`src/common/tile_defs.svh`:
```
`ifndef TILE_DEFS_SVH
`define TILE_DEFS_SVH

// data path widths
`define TILE_DATA_WIDTH 32
`define TILE_MASK_WIDTH 4

// tile coordinates on the mesh
`define TILE_X_WIDTH 4
`define TILE_Y_WIDTH 4

// word address carried by remote stores
`define TILE_ADDR_WIDTH 14

// remote word addresses below this land in the core's imem
`define TILE_IMEM_WORDS 1024

// banked data memory geometry
`define TILE_NUM_BANKS 4
`define TILE_BANK_WORDS 256

// outbound remote stores in flight
`define TILE_MAX_CREDITS 8

`endif

```
`src/common/tile_pkg.sv`:
```
`include "tile_defs.svh"

package tile_pkg;

   // word address inside the whole banked dmem, bank select in the low bits
   typedef logic [$clog2(`TILE_NUM_BANKS*`TILE_BANK_WORDS)-1:0] dmem_addr_t;

   // core byte address, read as local dmem or as remote tile address
   typedef union packed
   {
      struct packed
      {
         logic                                  remote;
         logic [32-1-$clog2(`TILE_BANK_WORDS)-$clog2(`TILE_NUM_BANKS)-2-1:0] unused;
         logic [$clog2(`TILE_BANK_WORDS)-1:0]   index;
         logic [$clog2(`TILE_NUM_BANKS)-1:0]    bank;
         logic [1:0]                            byte_off;
      } loc;
      struct packed
      {
         logic                                  remote;
         logic [32-1-`TILE_Y_WIDTH-`TILE_X_WIDTH-`TILE_ADDR_WIDTH-2-1:0] unused;
         logic [`TILE_Y_WIDTH-1:0]              y;
         logic [`TILE_X_WIDTH-1:0]              x;
         logic [`TILE_ADDR_WIDTH-1:0]           addr;
         logic [1:0]                            byte_off;
      } rmt;
   } core_addr_u;

   // data memory port of the core
   typedef struct packed
   {
      logic                         valid;
      logic                         we;
      logic                         reserve;
      core_addr_u                   addr;
      logic [`TILE_DATA_WIDTH-1:0]  wdata;
      logic [`TILE_MASK_WIDTH-1:0]  mask;
   } core_req_s;

   // store arriving from the network
   typedef struct packed
   {
      logic [`TILE_ADDR_WIDTH-1:0]  addr;
      logic [`TILE_DATA_WIDTH-1:0]  data;
      logic [`TILE_MASK_WIDTH-1:0]  mask;
   } remote_store_s;

   typedef enum logic {INSTR = 1'b0, PC = 1'b1} net_op_e;

   // packet into the core's own network port
   typedef struct packed
   {
      logic                         valid;
      net_op_e                      op;
      logic [15:0]                  addr;
      logic [`TILE_MASK_WIDTH-1:0]  mask;
      logic [`TILE_DATA_WIDTH-1:0]  data;
   } core_net_pkt_s;

   // outbound remote store
   typedef struct packed
   {
      logic [`TILE_X_WIDTH-1:0]     x_dest;
      logic [`TILE_Y_WIDTH-1:0]     y_dest;
      logic [`TILE_X_WIDTH-1:0]     x_src;
      logic [`TILE_Y_WIDTH-1:0]     y_src;
      logic [`TILE_ADDR_WIDTH-1:0]  addr;
      logic [`TILE_MASK_WIDTH-1:0]  mask;
      logic [`TILE_DATA_WIDTH-1:0]  data;
   } out_pkt_s;

   // one crossbar port request
   typedef struct packed
   {
      logic                         valid;
      logic                         write;
      dmem_addr_t                   addr;
      logic [`TILE_DATA_WIDTH-1:0]  data;
      logic [`TILE_MASK_WIDTH-1:0]  mask;
   } bank_req_s;

endpackage

```
`src/source/reservation_tracker.sv`:
```
`timescale 1ns/1ps

module reservation_tracker import tile_pkg::*;
   (input                clk_i
   , input               reset_i
   , input               reserve_accept_i
   , input  dmem_addr_t  reserve_addr_i
   , input               store_accept_i
   , input  dmem_addr_t  store_addr_i
   , output logic        reservation_o
   );

   logic       reserved_r;
   dmem_addr_t addr_r;

   // load-reserved sets the flag, a remote store to that word drops it
   always_ff @(posedge clk_i)
   begin
      if (reset_i)
         reserved_r <= 1'b0;
      else if (reserve_accept_i)
         reserved_r <= 1'b1;
      else if (store_accept_i && (store_addr_i == addr_r))
         reserved_r <= 1'b0;
   end

   // word being watched
   always_ff @(posedge clk_i)
   begin
      if (reserve_accept_i)
         addr_r <= reserve_addr_i;
   end

   assign reservation_o = reserved_r;

endmodule

```
`config.mk`:
```
export PLATFORM = sky130hd
export DESIGN_NAME = reservation_tracker
export DESIGN_NICKNAME = d
export VERILOG_FILES = /design/src/common/tile_pkg.sv /design/src/source/reservation_tracker.sv
export VERILOG_INCLUDE_DIRS = /design/src /design/src/common
export SDC_FILE = /design/constraint.sdc
export NUM_CORES = 1
export LEC_CHECK = 0
export BUFFER_PORTS_ARGS = -buffer_cell sky130_fd_sc_hd__buf_2
export CAP_MARGIN = 10
export CORE_AREA = 2 2 39 41
export DETAILED_ROUTE_END_ITERATION = 6
export DIE_AREA = 0 0 41 43
export GPL_ROUTABILITY_DRIVEN = 0
export PLACE_DENSITY_LB_ADDON = 0.2
export REMOVE_ABC_BUFFERS = 1
export SETUP_SLACK_MARGIN = 0.4
export SLEW_MARGIN = 30
export SYNTH_ARGS = -nofsm -noshare
export SYNTH_HDL_FRONTEND = slang
export SYNTH_SLANG_ARGS = --single-unit
```
`constraint.sdc`:
```
create_clock -name clk_i -period 1 [get_ports clk_i]
set_input_delay 0.15 -clock clk_i [delete_from_list [all_inputs] [get_ports clk_i]]
set_output_delay 0.15 -clock clk_i [all_outputs]
set_load 0.03 [all_outputs]
```
======== Word-level counts from Yosys, hierarchy flattened ========
Cells that the tools add are included.
word-level totals
  input port bits ......................... 24
  bits in registers ....................... 11
cells by class
  multiplexer cells ....................... 2
  equal/unequal tests ..................... 1
  reduce and logical (&&, ||, !) cells .... 2
operators with widths
  kind                number
  10-bit == test      1
  1-bit two-way mux   2
  2-bit nonzero test  1
  1-bit logical AND   1

======== Longest topological paths before layout ========
  depth after elaboration ................. 4
  mapped depth ............................ 4

======== Worst setup path after synthesis ========
Ideal clock, no wire load.
  path kind ............................... register to register
  start ................................... register addr_r[9]
  end ..................................... register reserved_r, in the netlist reservation_o
  period minus slack after synthesis ...... 1,018 ps
  setup slack ............................. -18 ps
  stages on the path, launching flop included .. 5
  path buffers ............................ 0
  data arrival time ....................... 890 ps
  cells stage by stage .................... edfxtp_1 > xnor2_1 > nand3b_1 > nor4_1 > a211oi_1
between the ends
  cells in the longest elaborated chain, start to end .. 3
ends and longest elaborated chain
  item                                 line                       text
  start: declaration                   reservation_tracker.sv:14  dmem_addr_t addr_r;
  start signal: assignment             reservation_tracker.sv:31  addr_r <= reserve_addr_i;
  10-bit == test                       reservation_tracker.sv:23  else if (store_accept_i && (store_addr_i == addr_r))
  1-bit logical AND                    reservation_tracker.sv:23
  2-bit nonzero test (no source line)  -
  end signal: assignment               reservation_tracker.sv:20  reserved_r <= 1'b0;
  end signal: assignment               reservation_tracker.sv:22  reserved_r <= 1'b1;
  end signal: assignment               reservation_tracker.sv:24  reserved_r <= 1'b0;
  end: declaration                     reservation_tracker.sv:13  logic reserved_r;
No other way between the ends.
A chain may end at the register's enable or synchronous reset.

======== Final worst setup path ========
  start ................................... register addr_r[8]
  end ..................................... register reserved_r, in the netlist reservation_o
The elaborated chain is that of the path after synthesis.

==> metrics <==
status finished with violations; failing checks negative setup slack; Cell variety after synth 10; fillers around 140; most frequent cells in the layout 23 x buf_2, 10 x edfxtp_1, 5 x xor2_1, 5 x xnor2_1, 3 x clkbuf_4; WP data arrival 1.26 ns; CP endpoint kind flip-flop; Final min period ~1.1 ns; die height between 40 and 50 um; CP Data Required Time 1.15 ns; largest net degree at the start of global routing 12; synthesized flop and latch total 11; total core area 0.00138 mm2; power share of the clock group approximately 30%; Logic pwr share between 10% and 20%; layout cell share with drive strength beyond 1 between 50 and 60%; hold wc startpoint reset_i; Hold Path End reservation_o; die width between 40 and 50 um; Internal between 700 and 800 uW; DRC viols 0; Final nets a little over 80; Setup CP Type flip-flop to flip-flop; first-pass GRT wire length around 1000 um; startpoint types flip-flop; pwr/cell area approximately 1500 mW/mm2; worst-path fanout max 1; flop2flop setup slack -0.11 ns; Leakage between 0.0002 and 0.0003 uW; Final setup viols 1; WHS Path Cells 2; Clock Skews 0.000988 ns; vias post-DR 297; Routed WL per cell 9.28 um; vias in the first global route 280; Initial Util 32.1%; period utilisation layout 111%; Inserted Clock Buffers 3; P&R area growth vs syn 42.0%; total grt overflow 0; initial antenna violation count 0; Reg-to-Reg Start addr_r[8]; Diodes inserted 0; clk root buf clkbuf_4; max_slew headroom 86.9%; DRT Wirelength ~670 um; RSZ-0062 raised after global routing yes; hold-fix buffers at CTS 0; Tot Pwr slightly below 1000 uW; commonest non-fill, non-tap cell in the layout buf_2; Post-Syn Instances 27; All-Layer GR Usage approximately a tenth; syn avg cell area around 16 um2; 1st-iter DRT viols 2; Max Freq between 0.8 and 0.9 GHz; Buffers on Ports 24; DRT Pass-1 Iters 2; cell row count 14; Ports 25; peak supply drop 682 uV; Max Cap Viol 0; Hold Path Class input port to flip-flop; CTS tree yes; YS warnings 0; H-tree Lvls 1; Final Hold Viols 0; post-synthesis sequential area ratio between 70 and 80%; Detail Route Antenna Nets 0; Sink Count 11; Switch Pwr 201 uW; sequential share of power about 57%; clock latency on the worst-skew pair roughly 0.26 ns; die area approximately 0.0018 mm2; final worst slack -0.113 ns; Reg2Reg Depth 4; Worst-Margin Slew roughly 0.20 ns; via density per instance 4.13; switching part of the total between 20% and 30%; Critical R2R Capture reservation_o; Setup TNS -0.113 ns; clock slew at reported path FFs about 0.07 ns; Synth Cell Area approximately 440 um2; Slew Limit Fails 0; Max Buffers Root-to-Sink 2
## stage by stage
| step | area [um2] | std cells | hold slack (ns) | util (%) | setup WS (ns) |
|---|---|---|---|---|---|
| finish | 631 | 72 | 0.0410 | 45.6 | -0.113 |
| global route | 631 | 72 | 0.0253 | 45.6 | -0.231 |
| CTS | 631 | 72 | 0.0328 | 45.6 | -0.0873 |
| detailed placement | 592 | 68 | 0.317 | 42.8 | -0.116 |
| global placement | 592 | 68 | 0.316 | 42.8 | -0.0965 |
| floorplan | 444 | 27 | 0.228 | - | -0.0176 |
## cells by family (layout without fill, tap and decap cells)
family	after synthesis	in the layout	share of synthesized area (%)
flip-flops	11	11	72.1
AO/OA/AOI/OAI	1	1	1.69
buffers and inverters	0	29	0
XOR/XNOR	10	10	19.7
AND/OR/NAND/NOR	5	5	6.48
## cell type report
| class | count | area, um2 | area share (%) |
|---|---|---|---|
| clock buffer | 4 | 26.3 | 4.17 |
| multi-input combinational | 16 | 130 | 20.6 |
| sequential | 11 | 320 | 50.8 |
| tap | 16 | 20.0 | 3.17 |
| timing repair buffer | 25 | 134 | 21.2 |
## critical path: stages (launching register included)
cell and delay (ns):
edfxtp_1 0.39, xnor2_1 0.15, nand4_1 0.14, nor4_2 0.23, a211oi_1 0.10
## sequential cells by signal, summed over array words and instances (netlist names)
name / flops
addr_r: 10
reservation_o: 1
## worst max path at each step
stage	startpoint	endpoint	slack [ns]	cells past startpoint
finish	addr_r[8]	reservation_o	-0.11	4
floorplan	addr_r[9]	reservation_o	-0.02	4
detailed placement	addr_r[8]	reservation_o	-0.12	4
global route	addr_r[8]	reservation_o	-0.23	4
global placement	addr_r[9]	reservation_o	-0.1	4
CTS	addr_r[9]	reservation_o	-0.09	4
## repair_timing
action | 4_1_cts | 5_1_grt
pin swaps | 2 | 5
endpoints found under the setup margin | 2 | 2
resized for setup | 3 | 0
setup buffers | 0 | 0
## cells in the mapped netlist (all sizes together)
| library cell | n | area share (%) |
|---|---|---|
| edfxtp | 10 | 68 |
| xnor2 | 5 | 9.9 |
| xor2 | 5 | 9.9 |
| a211oi | 1 | 1.7 |
| dfxtp | 1 | 4.5 |
| nand3b | 1 | 1.7 |
| nand4 | 1 | 1.4 |
| nor2 | 1 | 0.84 |
| nor3 | 1 | 1.1 |
| nor4 | 1 | 1.4 |
## power groups by stage
| stage | Sequential, uW | Combinational [uW] | Clock, uW |
|---|---|---|---|
| 5_1_grt | 559 | 133 | 344 |
| 6_report | 556 | 121 | 291 |
| 3_5_place_dp | 566 | 117 | 0 |
| 2_1_floorplan | 570 | 45.0 | 0 |
| 3_3_place_gp | 565 | 118 | 0 |
| 4_1_cts | 556 | 123 | 306 |
## metal layers
metal | up-vias | global-route usage, % | share of wire [%]
met5 | - | 0 | 0
met4 | 0 | 8.00 | 0
met3 | 0 | 4.71 | 7.9
met2 | 11 | 14.7 | 55
met1 | 130 | 8.84 | 37
li1 | 156 | - | -
(Power assumes the default switching activity.)
