$ cat src/common/tile_defs.svh
`ifndef TILE_DEFS_SVH
`define TILE_DEFS_SVH

// data path widths
`define TILE_DATA_WIDTH 32
`define TILE_MASK_WIDTH 4

// tile coordinates on the mesh
`define TILE_X_WIDTH 4
`define TILE_Y_WIDTH 4

// word address carried by remote stores
`define TILE_ADDR_WIDTH 14

// remote word addresses below this land in the core's imem
`define TILE_IMEM_WORDS 1024

// banked data memory geometry
`define TILE_NUM_BANKS 4
`define TILE_BANK_WORDS 256

// outbound remote stores in flight
`define TILE_MAX_CREDITS 8

`endif

$ cat src/common/tile_pkg.sv
`include "tile_defs.svh"

package tile_pkg;

   // word address inside the whole banked dmem, bank select in the low bits
   typedef logic [$clog2(`TILE_NUM_BANKS*`TILE_BANK_WORDS)-1:0] dmem_addr_t;

   // core byte address, read as local dmem or as remote tile address
   typedef union packed
   {
      struct packed
      {
         logic                                  remote;
         logic [32-1-$clog2(`TILE_BANK_WORDS)-$clog2(`TILE_NUM_BANKS)-2-1:0] unused;
         logic [$clog2(`TILE_BANK_WORDS)-1:0]   index;
         logic [$clog2(`TILE_NUM_BANKS)-1:0]    bank;
         logic [1:0]                            byte_off;
      } loc;
      struct packed
      {
         logic                                  remote;
         logic [32-1-`TILE_Y_WIDTH-`TILE_X_WIDTH-`TILE_ADDR_WIDTH-2-1:0] unused;
         logic [`TILE_Y_WIDTH-1:0]              y;
         logic [`TILE_X_WIDTH-1:0]              x;
         logic [`TILE_ADDR_WIDTH-1:0]           addr;
         logic [1:0]                            byte_off;
      } rmt;
   } core_addr_u;

   // data memory port of the core
   typedef struct packed
   {
      logic                         valid;
      logic                         we;
      logic                         reserve;
      core_addr_u                   addr;
      logic [`TILE_DATA_WIDTH-1:0]  wdata;
      logic [`TILE_MASK_WIDTH-1:0]  mask;
   } core_req_s;

   // store arriving from the network
   typedef struct packed
   {
      logic [`TILE_ADDR_WIDTH-1:0]  addr;
      logic [`TILE_DATA_WIDTH-1:0]  data;
      logic [`TILE_MASK_WIDTH-1:0]  mask;
   } remote_store_s;

   typedef enum logic {INSTR = 1'b0, PC = 1'b1} net_op_e;

   // packet into the core's own network port
   typedef struct packed
   {
      logic                         valid;
      net_op_e                      op;
      logic [15:0]                  addr;
      logic [`TILE_MASK_WIDTH-1:0]  mask;
      logic [`TILE_DATA_WIDTH-1:0]  data;
   } core_net_pkt_s;

   // outbound remote store
   typedef struct packed
   {
      logic [`TILE_X_WIDTH-1:0]     x_dest;
      logic [`TILE_Y_WIDTH-1:0]     y_dest;
      logic [`TILE_X_WIDTH-1:0]     x_src;
      logic [`TILE_Y_WIDTH-1:0]     y_src;
      logic [`TILE_ADDR_WIDTH-1:0]  addr;
      logic [`TILE_MASK_WIDTH-1:0]  mask;
      logic [`TILE_DATA_WIDTH-1:0]  data;
   } out_pkt_s;

   // one crossbar port request
   typedef struct packed
   {
      logic                         valid;
      logic                         write;
      dmem_addr_t                   addr;
      logic [`TILE_DATA_WIDTH-1:0]  data;
      logic [`TILE_MASK_WIDTH-1:0]  mask;
   } bank_req_s;

endpackage

$ cat src/source/core_net_gen.sv
`timescale 1ns/1ps

module core_net_gen import tile_pkg::*;
   (input                    clk_i
   , input                   reset_i
   , input                   freeze_i
   , input                   imem_v_i
   , input  remote_store_s   imem_store_i
   , output core_net_pkt_s   core_net_pkt_o
   , output logic            core_reset_o
   );

   logic freeze_r;
   logic freeze_rise;
   logic freeze_fall;

   // previous freeze level for edge detection
   always_ff @(posedge clk_i)
   begin
      if (reset_i)
         freeze_r <= 1'b0;
      else
         freeze_r <= freeze_i;
   end

   assign freeze_rise = freeze_i & ~freeze_r;
   assign freeze_fall = ~freeze_i & freeze_r;

   // entering freeze parks the core
   assign core_reset_o = reset_i | freeze_rise;

   always_comb
   begin
      core_net_pkt_o.valid = imem_v_i | freeze_fall;
      if (imem_v_i)
      begin
         // instruction write, word address back to bytes
         core_net_pkt_o.op   = INSTR;
         core_net_pkt_o.addr = {imem_store_i.addr, 2'b00};
         core_net_pkt_o.mask = imem_store_i.mask;
         core_net_pkt_o.data = imem_store_i.data;
      end
      else
      begin
         // leaving freeze, start fetch at address zero
         core_net_pkt_o.op   = PC;
         core_net_pkt_o.addr = '0;
         core_net_pkt_o.mask = '0;
         core_net_pkt_o.data = '0;
      end
   end

endmodule

$ cat config.mk
export PLATFORM = sky130hd
export DESIGN_NAME = core_net_gen
export DESIGN_NICKNAME = d
export VERILOG_FILES = /design/src/common/tile_pkg.sv /design/src/source/core_net_gen.sv
export VERILOG_INCLUDE_DIRS = /design/src /design/src/common
export SDC_FILE = /design/constraint.sdc
export NUM_CORES = 1
export LEC_CHECK = 0
export BUFFER_PORTS_ARGS = -buffer_cell sky130_fd_sc_hd__buf_4
export CAP_MARGIN = 25
export CELL_PAD_IN_SITES_DETAIL_PLACEMENT = 2
export CELL_PAD_IN_SITES_GLOBAL_PLACEMENT = 2
export CORE_ASPECT_RATIO = 0.7
export CORE_MARGIN = 10
export CORE_UTILIZATION = 10
export CTS_CLUSTER_SIZE = 25
export DETAILED_ROUTE_END_ITERATION = 8
export PLACE_DENSITY = 0.95
export SYNTH_ARGS = -nofsm -noshare
export SYNTH_HDL_FRONTEND = slang
export SYNTH_SLANG_ARGS = --single-unit
$ cat constraint.sdc
create_clock -name clk_i -period 0.8 [get_ports clk_i]
set_input_delay 0 -clock clk_i [delete_from_list [all_inputs] [get_ports clk_i]]
set_output_delay 0 -clock clk_i [all_outputs]
set_load 0.05 [all_outputs]
# [After elaboration in Yosys (flattened, before gate mapping)]
# Cells that the tools add are included.
[word_totals] regBits=1 input_bits=54 output_inout_bits=55 word_cells=8
[classes] muxes=1 n_bitwise=6
[op_table] operator="53-bit two-way mux" count=1
[op_table] operator="1-bit AND" count=2
[op_table] operator="1-bit inverter" count=2
[op_table] operator="1-bit OR" count=2

# [Longest topological paths before layout]
# Gate-level depths: netlist of the first run.
[depth] ltp_word=3 depth_mapped=2 depth_no_buf=2

# [Worst setup path before layout of the first run]
# No wires, ideal clock.
[synth_timing] path_type="flip-flop to output port" from="register freeze_r" to="output core_net_pkt_o[53] (netlist name)" arrival_time_ns=1.412 required_time_ns=0.800 setup_slack_ns=-0.612 path_stages_with_launch=3 path_buffers=0 path_cell_list="dfxtp_1 > inv_1 > o21ai_0"
[synth_lines] item="start, declared" line="core_net_gen.sv:13" text="logic freeze_r;"
[synth_lines] item="start signal, assigned" line="core_net_gen.sv:23" text="freeze_r <= freeze_i;"
[synth_lines] item="end, declared" line="core_net_gen.sv:9" text=", output core_net_pkt_s core_net_pkt_o"

# [Worst setup path after layout of the first run]
[layout_timing] from="register freeze_r" to="output core_reset_o"
[layout_between] elab_chain_len=3
[layout_rtl] item="1-bit inverter" line="core_net_gen.sv:26" text="assign freeze_rise = freeze_i & ~freeze_r;"
[layout_rtl] item="1-bit AND" line="core_net_gen.sv:26"
[layout_rtl] item="1-bit OR" line="core_net_gen.sv:30" text="assign core_reset_o = reset_i | freeze_rise;"
[layout_rtl] item="end, declared" line="core_net_gen.sv:10" text=", output logic core_reset_o"
# No other way between the ends.

==> results_dict.tcl, run 1 <==
set metrics [dict create \
    peakVddDrop_mv 0.338 \
    outcome "completed" \
    drv_cap 0 \
    numPortBuffers 106 \
    layout-area-overhead-vs-synth_pct 180 \
    largest_reg_flops 1 \
    fp.dieW_um 102 \
    grt_pass1_wl_um 5240 \
    grt_pass1_vias 901 \
    final_common_cell "buf_4" \
    ys_seq_elements 1 \
    finalCritPeriodShare 0.880 \
    top_register "freeze_r" \
    fin_ws_ns 0.0957 \
    dpl_worst_slack_ns -0.00100 \
    antenna_found_initial 0 \
    row_count 20 \
    die_h_um 77.1 \
    wl_per_cell_um 16.3 \
    synth.top_cell.area_share 0.806 \
    ant_nets 0 \
    drc 0 \
    rsz0062_at_grt "false" \
    layout_common_cells "buf_4, and2_2, inv_1, conb_1" \
    setup_viol 0 \
    place_congestion 0.642 \
    crit_path_end_kind "output pin" \
    path_max_fanout 2 \
    nets 220 \
    first_iter_violations 15 \
    power.leakage_nw 0.728 \
    synth_area_um2 465 \
    clock.fmax_ghz 1.42 \
    utilization 0.294 \
    worstSetupStartpointType "flop" \
    hold_viol 0 \
    min_path_type "in2reg" \
    synth.distinct_cells 9 \
    grt_overflow 0 \
    synth.avg_cell_area_um2 7.27 \
    start_util 0.105 \
    dp.cells 219 \
    cts.clk_slew.worst_paths_ns 0 \
    grt_max_degree 52 \
    post_cts_buffers 0 \
    diodes 0 \
    core-area_mm2 0.00443 \
    finalPower_mw 1.17 \
    routed_wl_um 3580 \
    vias 771 \
    drt_pre_antenna_iters 2 \
    via_per_inst 3.52 \
    ios 109 \
    powerDensity_mw_per_mm2 901 \
    top_regs "freeze_r: 1 flops" \
    detailed_place_hpwl_um 3240 \
    synth_area_leaders "and2_2, clkbuf_2, dfxtp_1" \
    period_minus_slack_ns 0.704 \
    synth_area_leader_cell "and2_2" \
    yosysWarningCount 0 \
    drive_above_1_share 0.957 \
    die-area_mm2 0.00783 \
    critPathCapture "core_reset_o" \
    drv_slew 0 \
    required_ns 0.80 \
    stdcell_count 219 \
    worstSetupPathType "reg2out" \
    yosysSeqAreaShare 0.0430 \
    cp-startpoint "freeze_r" \
    synthCells 64 \
    grt_usage 0.0827 \
    arrival_ns 0.70 \
]
==> timing repair <==
action | 4_1_cts | 5_1_grt
gates resized for setup | 0 | 1
hold buffers | 0 | 0
endpoints found under the setup margin | 0 | 51
==> how the worst min path moves through the flow <==
stage	from	to	slack (ns)	depth (start not counted)
floorplan	reset_i	freeze_r	0.07	1
global placement	reset_i	freeze_r	0.17	2
detailed placement	reset_i	freeze_r	0.17	2
CTS	reset_i	freeze_r	0.17	2
global route	reset_i	freeze_r	0.18	2
finish	reset_i	freeze_r	0.17	2
==> area by class of cell <==
class | instances | area [um2]
inverter | 2 | 7.51
sequential | 1 | 20.0
multi-input combinational | 55 | 405
tap | 55 | 68.8
fill | 529 | 3130
timing repair buffer | 106 | 800
==> Yosys cell counts <==
library cell and count:
o21ai_0 1, dfxtp_1 1, and2_2 50, inv_1 2, nor2b_1 1, a21o_1 1
clkbuf_2 5, conb_1 1, buf_4 2
==> power breakdown <==
part	switching, mW	leakage [nW]	total (mW)	internal, mW
Sequential	0.000678	0.00834	0.0543	0.0536
Combinational	0.686	0.719	1.12	0.433
Clock	0	0	0	0
==> layer usage <==
layer / routed length, um / global-route usage / vias to the layer above
met5: 0 / 0 / -
met1: 1160 / 0.0714 / 349
met3: 270 / 0.0215 / 0
li1: - / - / 384
met4: 0 / 0 / 0
met2: 2140 / 0.186 / 38
==> cell families after synthesis <==
family | Yosys count | share of synthesized area
buf+inv | 9 | 0.102
flops | 1 | 0.0430
simple gates | 51 | 0.820
other cells | 1 | 0.00806
compound gates | 2 | 0.0269
==> worst max-delay path: stages (launching register included) <==
cell and delay [ns]:
dfxtp_1 0.29, inv_1 0.06, a21o_1 0.17, buf_4 0.18
==> metrics by stage <==
stage / instance area (um2) / hold slack, ns / setup TNS (ns)
CTS: 1300 / 0.174 / 0
floorplan: 473 / 0.0716 / 0
detailed placement: 1300 / 0.174 / -0.00100
global route: 1300 / 0.185 / 0
finish: 1300 / 0.171 / 0
global placement: 1300 / 0.170 / 0
Power figures use the tool's default switching activity.
==> run 2, diff against run 1 <==
- clock period: 0.8 -> 0.85 ns (I/O delays scaled with it)
==> run 2 against run 1 <==
  * Via count grew 1.3%
  * Flip-flop and latch count is the same
  * Sequential share of layout area is essentially flat
  * Global-route usage is essentially flat
  * Core utilization shrank 0.085 points
  * Sequential power shrank 5.5%
  * Die area is the same
  * Worst setup slack gained 0.024 ns
  * Combinational power shrank 6%
  * Largest power group unchanged
==> results_dict.tcl, run 2 (synthesized netlist as in run 1, its figures left out) <==
set metrics [dict create \
    finalCritPeriodShare 0.859 \
    rsz0062_at_grt "false" \
    layout_common_cells "buf_4, and2_2, inv_1, conb_1" \
    largest_reg_flops 1 \
    detailed_place_hpwl_um 3250 \
    power.leakage_nw 0.726 \
    worstSetupStartpointType "input pin" \
    start_util 0.105 \
    powerDensity_mw_per_mm2 850 \
    outcome "completed" \
    top_regs "freeze_r: 1 flops" \
    setup_viol 0 \
    place_congestion 0.663 \
    period_minus_slack_ns 0.730 \
    top_register "freeze_r" \
    fp.dieW_um 102 \
    peakVddDrop_mv 0.269 \
    wl_per_cell_um 16.2 \
    postCtsResizedCells 0 \
    core-area_mm2 0.00443 \
    cts.clk_slew.worst_paths_ns 0 \
    drive_above_1_share 0.957 \
    ios 109 \
    worstSetupPathType "in2out" \
    grt_usage 0.0825 \
    cp-startpoint "imem_v_i" \
    row_count 20 \
    grt_max_degree 52 \
    grt_pass1_wl_um 5260 \
    drt_pre_antenna_iters 2 \
    finalSetupTns_ns 0 \
    grt_overflow 0 \
    nets 220 \
    crit_path_end_kind "output pin" \
    grt_pass1_vias 913 \
    antenna_found_initial 0 \
    first_iter_violations 11 \
    drc 0 \
    arrival_ns 0.73 \
    post_cts_buffers 0 \
    path_max_fanout 51 \
    vias 781 \
    drv_cap 0 \
    die_h_um 77.1 \
    stdcell_count 219 \
    drv_slew 0 \
    die-area_mm2 0.00783 \
    required_ns 0.85 \
    dp.cells 219 \
    hold_viol 0 \
    ant_nets 0 \
    diodes 0 \
    final_common_cell "buf_4" \
    min_path_type "in2reg" \
    routed_wl_um 3550 \
    via_per_inst 3.57 \
    cts_hold_buf 0 \
    hold_start "reset_i" \
    layout-area-overhead-vs-synth_pct 179 \
    numPortBuffers 106 \
    clock.fmax_ghz 1.37 \
]
-- run 2: changes by cell type in the layout (fill, tap and decap cells not counted) --
cell / change
buf_6: -1
buf_4: +1
-- run 2: per-stage QoR --
step / utilization / setup WS, ns / total power, mW / hold slack [ns] / cell area [um2]
6_report: 0.293 / 0.120 / 1.10 / 0.176 / 1300
5_1_grt: 0.293 / 0.0110 / 1.16 / 0.199 / 1300
4_1_cts: 0.293 / 0.0753 / 1.12 / 0.181 / 1300
3_5_place_dp: 0.293 / 0.0774 / 1.12 / 0.181 / 1300
3_3_place_gp: 0.293 / 0.102 / 1.10 / 0.169 / 1300
2_1_floorplan: - / 0.0772 / 0.711 / 0.0716 / 473
-- run 2: area by class of cell --
type                    count  area (um2)
inverters                   2        7.51
fillers                   532        3130
repair buffers            106         796
flip-flops and latches      1        20.0
well taps                  55        68.8
multi-input cells          55         405
-- run 2: worst paths after layout --
check                  to  slack, ns  cells after the start
max    core_net_pkt_o[10]       0.12                      3
min              freeze_r       0.18                      2
-- run 2: critical path, stage by stage --
cell and delay [ns]:
buf_4 0.31, and2_2 0.22, buf_4 0.19
-- run 2: where the power goes --
group | leakage (nW) | internal, mW | switching, mW
clock | 0 | 0 | 0
sequential | 0.00834 | 0.0505 | 0.000792
combinational | 0.718 | 0.406 | 0.646
-- run 2: routing by layer --
metal	part of all wire	wire length (um)	GRT usage
met2	0.61	2150	0.179
met5	0	0	0
met3	0.076	268	0.0197
met4	0	0	0
met1	0.32	1130	0.0774
