### src/common/tile_defs.svh
`ifndef TILE_DEFS_SVH
`define TILE_DEFS_SVH

// data path widths
`define TILE_DATA_WIDTH 32
`define TILE_MASK_WIDTH 4

// tile coordinates on the mesh
`define TILE_X_WIDTH 4
`define TILE_Y_WIDTH 4

// word address carried by remote stores
`define TILE_ADDR_WIDTH 14

// remote word addresses below this land in the core's imem
`define TILE_IMEM_WORDS 1024

// banked data memory geometry
`define TILE_NUM_BANKS 4
`define TILE_BANK_WORDS 256

// outbound remote stores in flight
`define TILE_MAX_CREDITS 8

`endif

### src/common/tile_pkg.sv
`include "tile_defs.svh"

package tile_pkg;

   // word address inside the whole banked dmem, bank select in the low bits
   typedef logic [$clog2(`TILE_NUM_BANKS*`TILE_BANK_WORDS)-1:0] dmem_addr_t;

   // core byte address, read as local dmem or as remote tile address
   typedef union packed
   {
      struct packed
      {
         logic                                  remote;
         logic [32-1-$clog2(`TILE_BANK_WORDS)-$clog2(`TILE_NUM_BANKS)-2-1:0] unused;
         logic [$clog2(`TILE_BANK_WORDS)-1:0]   index;
         logic [$clog2(`TILE_NUM_BANKS)-1:0]    bank;
         logic [1:0]                            byte_off;
      } loc;
      struct packed
      {
         logic                                  remote;
         logic [32-1-`TILE_Y_WIDTH-`TILE_X_WIDTH-`TILE_ADDR_WIDTH-2-1:0] unused;
         logic [`TILE_Y_WIDTH-1:0]              y;
         logic [`TILE_X_WIDTH-1:0]              x;
         logic [`TILE_ADDR_WIDTH-1:0]           addr;
         logic [1:0]                            byte_off;
      } rmt;
   } core_addr_u;

   // data memory port of the core
   typedef struct packed
   {
      logic                         valid;
      logic                         we;
      logic                         reserve;
      core_addr_u                   addr;
      logic [`TILE_DATA_WIDTH-1:0]  wdata;
      logic [`TILE_MASK_WIDTH-1:0]  mask;
   } core_req_s;

   // store arriving from the network
   typedef struct packed
   {
      logic [`TILE_ADDR_WIDTH-1:0]  addr;
      logic [`TILE_DATA_WIDTH-1:0]  data;
      logic [`TILE_MASK_WIDTH-1:0]  mask;
   } remote_store_s;

   typedef enum logic {INSTR = 1'b0, PC = 1'b1} net_op_e;

   // packet into the core's own network port
   typedef struct packed
   {
      logic                         valid;
      net_op_e                      op;
      logic [15:0]                  addr;
      logic [`TILE_MASK_WIDTH-1:0]  mask;
      logic [`TILE_DATA_WIDTH-1:0]  data;
   } core_net_pkt_s;

   // outbound remote store
   typedef struct packed
   {
      logic [`TILE_X_WIDTH-1:0]     x_dest;
      logic [`TILE_Y_WIDTH-1:0]     y_dest;
      logic [`TILE_X_WIDTH-1:0]     x_src;
      logic [`TILE_Y_WIDTH-1:0]     y_src;
      logic [`TILE_ADDR_WIDTH-1:0]  addr;
      logic [`TILE_MASK_WIDTH-1:0]  mask;
      logic [`TILE_DATA_WIDTH-1:0]  data;
   } out_pkt_s;

   // one crossbar port request
   typedef struct packed
   {
      logic                         valid;
      logic                         write;
      dmem_addr_t                   addr;
      logic [`TILE_DATA_WIDTH-1:0]  data;
      logic [`TILE_MASK_WIDTH-1:0]  mask;
   } bank_req_s;

endpackage

### src/source/remote_store_encoder.sv
`timescale 1ns/1ps
`include "tile_defs.svh"

module remote_store_encoder import tile_pkg::*;
   (input                               clk_i
   , input                              reset_i
   , input                              req_v_i
   , input  core_req_s                  req_i
   , input        [`TILE_X_WIDTH-1:0]   my_x_i
   , input        [`TILE_Y_WIDTH-1:0]   my_y_i
   , input                              out_ready_i
   , input                              credit_return_i
   , output logic                       out_v_o
   , output out_pkt_s                   out_pkt_o
   , output logic                       outstanding_o
   );

   localparam int cred_w = $clog2(`TILE_MAX_CREDITS + 1);

   logic [cred_w-1:0] credits_r;
   logic              launch;

   // packet fields straight from the remote address view
   assign out_pkt_o.x_dest = req_i.addr.rmt.x;
   assign out_pkt_o.y_dest = req_i.addr.rmt.y;
   assign out_pkt_o.x_src  = my_x_i;
   assign out_pkt_o.y_src  = my_y_i;
   assign out_pkt_o.addr   = req_i.addr.rmt.addr;
   assign out_pkt_o.mask   = req_i.mask;
   assign out_pkt_o.data   = req_i.wdata;

   // a packet needs at least one credit
   assign out_v_o = req_v_i & (credits_r != '0);
   assign launch  = out_v_o & out_ready_i;

   //////////////////////////////
   // credit counter
   //////////////////////////////

   always_ff @(posedge clk_i)
   begin
      if (reset_i)
         credits_r <= cred_w'(`TILE_MAX_CREDITS);
      else if (launch & ~credit_return_i)
         credits_r <= credits_r - 1'b1;
      else if (~launch & credit_return_i)
         credits_r <= credits_r + 1'b1;
   end

   // stores still on their way somewhere
   assign outstanding_o = (credits_r < cred_w'(`TILE_MAX_CREDITS));

   // an empty counter may only stay empty or take back one returned credit
   no_launch_at_zero_a: assert property (@(posedge clk_i) disable iff (reset_i)
      (credits_r == '0) |=> (credits_r <= cred_w'(1)));

   // a return with nothing in flight would overflow the count
   credit_limit_a: assert property (@(posedge clk_i) disable iff (reset_i)
      credits_r <= cred_w'(`TILE_MAX_CREDITS));

endmodule

### config.mk
export PLATFORM = sky130hd
export DESIGN_NAME = remote_store_encoder
export DESIGN_NICKNAME = d
export VERILOG_FILES = /design/src/common/tile_pkg.sv /design/src/source/remote_store_encoder.sv
export VERILOG_INCLUDE_DIRS = /design/src /design/src/common
export SDC_FILE = /design/constraint.sdc
export NUM_CORES = 1
export LEC_CHECK = 0
export ABC_AREA = 1
export BUFFER_PORTS_ARGS = -buffer_cell sky130_fd_sc_hd__buf_4
export CAP_MARGIN = 20
export CORE_AREA = 2 2 69 58
export CTS_CLUSTER_SIZE = 14
export DETAILED_ROUTE_END_ITERATION = 10
export DIE_AREA = 0 0 71 60
export HOLD_SLACK_MARGIN = 0.02
export PLACE_DENSITY = 0.77
export SYNTH_ARGS = -nofsm -noshare
export SYNTH_HDL_FRONTEND = slang
export SYNTH_SLANG_ARGS = --single-unit
### constraint.sdc
create_clock -name clk_i -period 1.63 [get_ports clk_i]
set_input_delay 0 -clock clk_i [delete_from_list [all_inputs] [get_ports clk_i]]
set_output_delay 0 -clock clk_i [all_outputs]
set_load 0.1 [all_outputs]
# After elaboration in Yosys (flattened, before gate mapping)
# Index checks and enable logic that the tools add are counted.
# totals
elab_cells	14
inputBits	84
output_inout_bits	68
reg_bits	4
# op_classes
n_lt_le_gt_ge	1
n_reduce_logical	2
bitwise_logic	6
muxes	2
n_addsub	2
# op_table
op	n
$mux W4	2
$add A4 B1 Y4 const B	1
$and A1 B1 Y1	4
$lt A4 B4 Y1 const B	1
$reduce_bool A4 Y1	1
$sub A4 B1 Y4 const B	1
$not A1 Y1	2
$reduce_bool A2 Y1	1

# Longest topological paths before layout
# Gate-level depths: netlist of the first run.
# depth
depth_word	7
mapped_depth	11
ltp_nobuf	11

# Worst setup path before layout of the first run
# Ideal clock, no wire load.
# synth_timing
path_type	register to register
start	reg credits_r[3]
end	reg credits_r[2]
arrival_time_ns	2.810
n_path_buf	0
synth_period_minus_slack_ns	2.926
path_stages_with_launch	10
slack_ns	-1.296
setup_time_ns	0.115
required_ns	1.515
path_cell_list	dfxtp_1 inv_2 a31oi_2 and2_1 ha_1 inv_1 fa_1 xnor2_1 o21ai_0 inv_1
# synth_via
elab_chain_cells	6
word_cells_on_any_way	8
cone_classes	mux: 1; bitwise: 5; reduce/logical: 2
# synth_rtl
element	line	source
start, declared	remote_store_encoder.sv:20	logic [cred_w-1:0] credits_r;
start signal, assigned	remote_store_encoder.sv:43	credits_r <= cred_w'(`TILE_MAX_CREDITS);
start signal, assigned	remote_store_encoder.sv:45	credits_r <= credits_r - 1'b1;
start signal, assigned	remote_store_encoder.sv:47	credits_r <= credits_r + 1'b1;
$reduce_bool A4 Y1 (*)	remote_store_encoder.sv:33	assign out_v_o = req_v_i & (credits_r != '0);
$and A1 B1 Y1 (*)	remote_store_encoder.sv:33	
via out_v_o	remote_store_encoder.sv:13	, output logic out_v_o
$and A1 B1 Y1 (*)	remote_store_encoder.sv:34	assign launch = out_v_o & out_ready_i;
$not A1 Y1	remote_store_encoder.sv:46	else if (~launch & credit_return_i)
$and A1 B1 Y1	remote_store_encoder.sv:46	
$reduce_bool A2 Y1 (no line)	-	
# The timed path passes the listed nets; every way through them passes the cells marked *.
# A chain may end at the register's enable or synchronous reset.

# Worst setup path in the final report of the first run
# layout_timing
start	reg credits_r[3]
end	reg credits_r[2]
# layout_via
elab_chain_cells	6
word_cells_on_any_way	8
cone_classes	mux: 1; bitwise: 5; reduce/logical: 2
# layout_rtl
element	line
$reduce_bool A4 Y1 (*)	remote_store_encoder.sv:33
$and A1 B1 Y1 (*)	remote_store_encoder.sv:33
$and A1 B1 Y1 (*)	remote_store_encoder.sv:34
$not A1 Y1	remote_store_encoder.sv:46
$and A1 B1 Y1	remote_store_encoder.sv:46
$reduce_bool A2 Y1 (no line)	-
# Every way passes the cells marked *; elsewhere a longest branch is shown, timed or not.

==> metrics.log, run 1 <==
[metrics] final setup violating endpoints: 2
[metrics] class of the tightest hold or removal check: primary input to flop
[metrics] drc violations: 0
[metrics] Layout fillers: between 300 and 400
[metrics] leakage power: roughly 0.54 nW
[metrics] cells along the critical path: inv_12, a31oi_4, and2_4, ha_4, inv_2, fa_2, xnor2_1, o21ai_1, inv_1
[metrics] data arrival time of the critical path: ~1.8 ns
[metrics] placed insts: roughly 100
[metrics] area of the core region: about 0.0036 sq mm
[metrics] Combinational Power Share: 73.8%
[metrics] flip-flop and latch count after synthesis: 4
[metrics] registers with the most flip-flops: credits_r (4)
[metrics] Bufs on Longest Clock Path: 2
[metrics] WP data required: 1.74 ns
[metrics] overflow left after global routing: 0
[metrics] Switching Fraction: a little under two thirds
[metrics] measured slew at the worst slew-check pin: 0.9850 ns
[metrics] Post-Synthesis Net Count: about 200
[metrics] IO Pins: around 150
[metrics] Die Width: a little over 70 um
[metrics] proportion of layout cells with a drive suffix above 1: about a quarter
[metrics] number of input and output port buffers inserted: 6
[metrics] net switching power: around 870 uW
[metrics] count of inserted antenna diode cells: 0
[metrics] wire length after detailed routing: 1716 um
[metrics] placed instance area: ~490 sq um
[metrics] class of the most critical setup path: flop to flop
[metrics] CP delay by family, top: adder cells
[metrics] final critical-path share of the clock period: 104.2%
[metrics] most used routing layer in global routing: met2
[metrics] top cell type by total area after synthesis: sky130_fd_sc_hd__buf_4
[metrics] maximum VDD drop: about 0.00030 V
[metrics] worst path bufs/invs: 3
[metrics] post-synthesis instance total: between 100 and 150
[metrics] register clock-pin slew on the reported worst setup and hold paths: about 0.04 ns
[metrics] cell types with the largest area share after synthesis: sky130_fd_sc_hd__buf_4 63%, sky130_fd_sc_hd__dfxtp_1 10%, sky130_fd_sc_hd__ha_1 4.8%
[metrics] met3 routing resource usage after global routing: about 4%
[metrics] number of core rows: 20
[metrics] sequential share of power: 9.7%
[metrics] Initial Utilization: a little over a fifth
[metrics] 1st-pass router iterations: 3
[metrics] critical register-to-register path startpoint: credits_r[3]
[metrics] total die area: approximately 0.0043 sq mm
[metrics] internal power contribution: 498.5 uW
[metrics] Slew Limit Fails: 0
[metrics] slowest CP cell: sky130_fd_sc_hd__dfxtp_4
[metrics] launch point of the critical path: credits_r[3]
[metrics] Slew headroom: between 30% and 40%
[metrics] CTS H-tree lvls: 1
[metrics] total power of the final layout: roughly 1.4 mW
[metrics] critical path capture point type: flop
[metrics] met1 demand-to-capacity share in global routing: around 6.6%
[metrics] pwr/cell area: around 1100 mW/mm^2
[metrics] routed wirelength normalized by instance count: ~10 um
[metrics] vias in the first global route: 521
[metrics] initial antenna violation count: 0
[metrics] Max Fanout on Critical Path: 4
[metrics] Vias: around 660
[metrics] share of Yosys cell area claimed by the top area cell type: a little over three fifths
[metrics] setup ws final: -0.06793 ns
[metrics] Sink Count: 4
[metrics] number of flip-flops under the largest register name: 4
[metrics] count of placed standard cells in the final layout, fillers left out: 171
[metrics] final standard cell area without fillers: ~0.0012 sq mm
[metrics] maximum clock skew at final layout: between 0.006 and 0.007 ns
[metrics] worst skew pair latency: between 0.2 and 0.25 ns
[metrics] post-synthesis instance area: between 700 and 800 sq um
[metrics] largest register by flop count: credits_r
[metrics] fmax: 589.0 MHz
[metrics] clock group share of total power: around 17%
[metrics] placed wire-length estimate after detailed placement: between 800 and 900 um
[metrics] DRT antenna net count: 0
[metrics] Tot GR Track Use: under 10%
[metrics] run status: finished, violations left
[metrics] pre-CTS setup slack: -0.1257 ns
[metrics] root buf cell: sky130_fd_sc_hd__clkbuf_8
[metrics] syn avg cell area: approximately 7.3 sq um
[metrics] global-route wire length before repair: about 2200 um
[metrics] layout-stage area growth over the synthesis result: 57.69%
[metrics] total CTS buffers: 3
[metrics] Via-to-Cell Ratio: 3.871
[metrics] maximum number of pins on one net before global-route repair: 6
[metrics] violations in the final reports: setup timing
[metrics] number of warning messages in the yosys log: 0
[metrics] total count of hold-check failures in the final report: 0
[metrics] global placer's final weighted congestion: between 0.7 and 0.8
[metrics] kind of start point of the critical path: flop
[metrics] post-layout net count: 216
[metrics] crit-path max cell delay: a little under 0.4 ns
[metrics] number of distinct library cell variants in the gate-level netlist after synthesis: 16
[metrics] Die Y-Extent: approximately 60 um
[metrics] number of maximum-capacitance constraint violations: 0
[metrics] worst hold start: out_ready_i
[metrics] unrepaired setup endpoints after global routing: yes
[metrics] time the final worst path needs with I/O delays and setup: roughly 1.7 ns
[metrics] initial drt markers: 25
[metrics] clock tree from TritonCTS: yes
[metrics] M2 GR Usage: 11.48%
[metrics] sequential share of the synthesized area: about a tenth
==> layer usage <==
layer	part of all wire [%]	wire, um
met5	0	0
met4	1.4	24
met3	14	242
met2	54	922
met1	31	526
==> synth_stat cells, drive strengths merged <==
library cell / number
fa: 1
inv: 9
xnor2: 1
nand2: 10
or2: 1
o21ai: 1
dfxtp: 4
buf: 66
a21oi: 2
a211oi: 1
ha: 3
nor2: 5
nand3: 2
and2: 1
a31oi: 1
==> cells in the final DEF (no fill, tap or decap), drive strengths merged, types with 2 or more instances in the layout <==
cell type	instances
clkbuf	4
a21oi	2
nor2	5
buf	14
nand2	10
dfxtp	4
inv	9
nand3	2
dlygate4sd3	67
ha	3
==> per-stage QoR <==
step	hold slack [ns]	utilization [%]	setup TNS, ns
5_1_grt	0.3086	34.31	-0.2544
6_report	0.2681	34.31	-0.07813
3_3_place_gp	0.0006813	13.48	-0.2424
4_1_cts	0.2627	33.97	-0.1391
2_1_floorplan	0.06907	-	-2.080
3_5_place_dp	0.0006813	13.48	-0.3262
==> cell type report <==
type                       count  area, sq um  share of cell area, %
timing repair buffer          81        775.7                  62.31
clock buffer                   4        45.04                  3.618
tap                           44        55.05                  4.422
multi-input combinational     29        236.5                  19.00
sequential                     4        86.33                  6.935
inverter                       9        46.29                  3.719
==> final timing paths <==
check | end | depth (start not counted) | slack [ns]
max | credits_r[2] | 9 | -0.07
min reg2reg | credits_r[0] | 3 | 0.58
min | credits_r[3] | 5 | 0.27
max reg2reg | credits_r[2] | 9 | -0.07
==> worst register-to-register path, delay by kind of cell, from the launching register on <==
family / cells / cell delay, ns
simple gates: 1 / 0.17
flops: 1 / 0.39
compound gates: 2 / 0.28
xor+xnor: 1 / 0.13
fa+ha+maj: 2 / 0.49
buf+inv: 3 / 0.13
==> power by group through the flow <==
| stage | registers (mW) | clock network, mW | logic [mW] |
|---|---|---|---|
| 2_1_floorplan | 0.130 | 0 | 0.904 |
| 3_3_place_gp | 0.127 | 0 | 0.210 |
| 3_5_place_dp | 0.128 | 0 | 0.214 |
| 4_1_cts | 0.129 | 0.231 | 1.00 |
| 5_1_grt | 0.134 | 0.235 | 1.04 |
| 6_report | 0.133 | 0.225 | 1.01 |
==> kinds of logic (layout without fill, tap and decap cells) <==
kind of cell,count (synthesis),after routing,share of synthesized area (%)
fa+ha+maj,4,4,7.291
xor+xnor,1,1,1.110
simple gates,19,19,9.986
flops,4,4,10.14
compound gates,5,5,4.437
buf+inv,75,94,67.04
==> repair_timing <==
action / 4_1_cts / 5_1_grt
setup endpoints to repair: 3 / 3
endpoints found under the hold margin: 69 / 0
gates resized for setup: 5 / 5
hold buffers: 67 / 0
cloned: 0 / 0
pin swaps: 3 / 3
buffers inserted: 1 / 0
No activity file was read; power rests on OpenSTA's default activity.
==> run 2, diff against run 1 <==
--- a/config.mk
+++ b/config.mk
@@ -15,6 +15,7 @@
 export DIE_AREA = 0 0 71 60
 export HOLD_SLACK_MARGIN = 0.02
 export PLACE_DENSITY = 0.77
+export RECOVER_POWER = 25
 export SYNTH_ARGS = -nofsm -noshare
 export SYNTH_HDL_FRONTEND = slang
 export SYNTH_SLANG_ARGS = --single-unit
==> run 2 against run 1 <==
Effect of this change:
- the run still ends with setup timing left
- wire length is the same
- first-iteration DRC count is the same
- final cell count is the same
- global-route usage is the same
- critical path depth is the same
- clock skew is the same
- count of clock-buffer cells in the layout is the same
- worst setup slack is the same
- fmax is the same
==> metrics.log, run 2 (same netlist as run 1, synthesis figures left out) <==
[metrics] largest register by flop count: credits_r
[metrics] DRT antenna net count: 0 (unchanged)
[metrics] routed wirelength normalized by instance count: 10.04 um (unchanged)
[metrics] final critical-path share of the clock period: 104.2% (unchanged)
[metrics] proportion of layout cells with a drive suffix above 1: 25.98% (unchanged)
[metrics] most frequent cells in the layout: 67 x sky130_fd_sc_hd__dlygate4sd3_1, 13 x sky130_fd_sc_hd__buf_4, 9 x sky130_fd_sc_hd__nand2_1, 5 x sky130_fd_sc_hd__inv_1, 4 x sky130_fd_sc_hd__nor2_1
[metrics] register clock-pin slew on the reported worst setup and hold paths: 0.04 ns (about the same)
[metrics] placed instance area: 489.2 sq um (unchanged)
[metrics] Slew Limit Fails: 0 (unchanged)
[metrics] maximum VDD drop: 0.0003001 V (about the same)
[metrics] registers with the most flip-flops: credits_r (4)
[metrics] maximum clock skew at final layout: 0.006061 ns (unchanged)
[metrics] Sink Count: 4 (unchanged)
[metrics] violations in the final reports: setup timing
[metrics] overflow left after global routing: 0 (unchanged)
[metrics] cells along the critical path: inv_12, a31oi_4, and2_4, ha_4, inv_2, fa_2, xnor2_1, o21ai_1, inv_1
[metrics] number of input and output port buffers inserted: 6 (unchanged)
[metrics] count of inserted antenna diode cells: 0 (unchanged)
[metrics] number of maximum-capacitance constraint violations: 0 (unchanged)
[metrics] pre-CTS setup slack: -0.1257 ns (unchanged)
[metrics] most common cell after layout, fill and taps aside: sky130_fd_sc_hd__dlygate4sd3_1
[metrics] worst skew pair latency: 0.22 ns (about the same)
[metrics] maximum number of pins on one net before global-route repair: 6 (unchanged)
[metrics] Via-to-Cell Ratio: 3.871 (unchanged)
[metrics] leakage power: 0.5397 nW (-0.14%)
[metrics] Initial Utilization: 21.76% (unchanged)
[metrics] 1st-pass router iterations: 3 (unchanged)
[metrics] total die area: 0.004260 sq mm (unchanged)
[metrics] CTS H-tree lvls: 1 (unchanged)
[metrics] initial drt markers: 25 (unchanged)
[metrics] final standard cell area without fillers: 0.001242 sq mm (-0.20%)
[metrics] fmax: 589.0 MHz (unchanged)
[metrics] root buf cell: sky130_fd_sc_hd__clkbuf_8
[metrics] IO Pins: 152 (unchanged)
[metrics] class of the tightest hold or removal check: primary input to flop
[metrics] vias in the first global route: 521 (unchanged)
[metrics] Vias: 662 (unchanged)
[metrics] Die Width: 71 um (unchanged)
[metrics] wire length after detailed routing: 1716 um (unchanged)
[metrics] number of flip-flops under the largest register name: 4 (unchanged)
[metrics] run status: finished, violations left
[metrics] utilization after layout: 34.24% (-0.069 points)
[metrics] pwr/cell area: 1097 mW/mm^2 (about the same)
[metrics] class of the most critical setup path: flop to flop
[metrics] Tot GR Track Use: 6.853% (unchanged)
[metrics] setup ws final: -0.06793 ns (unchanged)
[metrics] layout-stage area growth over the synthesis result: 57.37%
[metrics] kind of start point of the critical path: flop
[metrics] Bufs on Longest Clock Path: 2 (unchanged)
[metrics] total count of hold-check failures in the final report: 0 (unchanged)
[metrics] global-route wire length before repair: 2159 um (unchanged)
[metrics] total power of the final layout: 1.363 mW (-0.15%)
[metrics] measured slew at the worst slew-check pin: 0.9850 ns (unchanged)
[metrics] clock tree from TritonCTS: yes
[metrics] placed wire-length estimate after detailed placement: 866.7 um (unchanged)
[metrics] initial antenna violation count: 0 (unchanged)
[metrics] data arrival time of the critical path: 1.81 ns (about the same)
[metrics] final total negative setup slack: -0.07813 ns (unchanged)
[metrics] time the final worst path needs with I/O delays and setup: 1.698 ns (unchanged)
[metrics] critical path capture point type: flop
[metrics] drc violations: 0 (unchanged)
[metrics] final setup violating endpoints: 2 (unchanged)
[metrics] crit-path max cell delay: 0.39 ns (about the same)
[metrics] unrepaired setup endpoints after global routing: yes
[metrics] global placer's final weighted congestion: 0.7592 (unchanged)
[metrics] slowest CP cell: sky130_fd_sc_hd__dfxtp_4
[metrics] number of core rows: 20 (unchanged)
[metrics] Slew headroom: 34.12% (unchanged)
[metrics] Die Y-Extent: 60 um (unchanged)
[metrics] post-layout net count: 216 (unchanged)
[metrics] Max Fanout on Critical Path: 4 (unchanged)
[metrics] area of the core region: 0.003628 sq mm (unchanged)
[metrics] total CTS buffers: 3 (unchanged)
[metrics] WP data required: 1.74 ns (about the same)
-- run 2: changes by cell type in the layout (fill, tap and decap cells not counted), sizes merged --
| cell | previous run | this run |
|---|---|---|
| buf | 14 | 13 |
| clkbuf | 4 | 5 |
-- run 2: worst paths after layout --
kind	start	slack, ns	cells past startpoint	end
setup / recovery	credits_r[3]	-0.07	9	credits_r[2]
hold / removal	out_ready_i	0.27	5	credits_r[3]
setup reg to reg	credits_r[3]	-0.07	9	credits_r[2]
hold reg to reg	credits_r[0]	0.58	3	credits_r[0]
-- run 2: timing repair --
item / 4_1_cts / 5_1_grt
endpoints found under the setup margin: 3 / 3
hold buffers: 67 / 0
hold endpoints to repair: 69 / 0
gates resized for setup: 5 / 5
pin swaps: 3 / 3
setup buffers: 1 / 0
-- run 2: critical path, delay by kind of cell, from the launching register on --
kind                     cells  cell delay, ns
XOR/XNOR                     1            0.13
AND/OR/NAND/NOR              1            0.17
flip-flops                   1            0.39
buffers and inverters        3            0.13
AO/OA/AOI/OAI                2            0.28
adder cells (fa/ha/maj)      2            0.49
-- run 2: cell type report --
cell class                      instances  area, sq um
Fill cell                             364         2386
Timing Repair Buffer                   81        773.2
Multi-Input combinational cell         29        236.5
Sequential cell                         4        86.33
Tap cell                               44        55.05
Inverter                                9        46.29
Clock buffer                            4        45.04
-- run 2: per-stage QoR --
step	instances	hold WS, ns
3_3_place_gp	99	0.0006813
5_1_grt	171	0.3086
2_1_floorplan	108	0.06907
6_report	171	0.2681
3_5_place_dp	99	0.0006813
4_1_cts	171	0.2627
-- run 2: layer usage --
metal | GRT usage (%) | part of all wire (%)
met5 | 0 | 0
met4 | 4.043 | 1.4
met3 | 4.047 | 14
met2 | 11.48 | 54
met1 | 6.647 | 31
-- run 2: where the power goes --
group | switching [mW] | internal, mW
Sequential | 0.0175 | 0.115
Combinational | 0.792 | 0.214
Clock | 0.0576 | 0.167
Total | 0.867 | 0.496
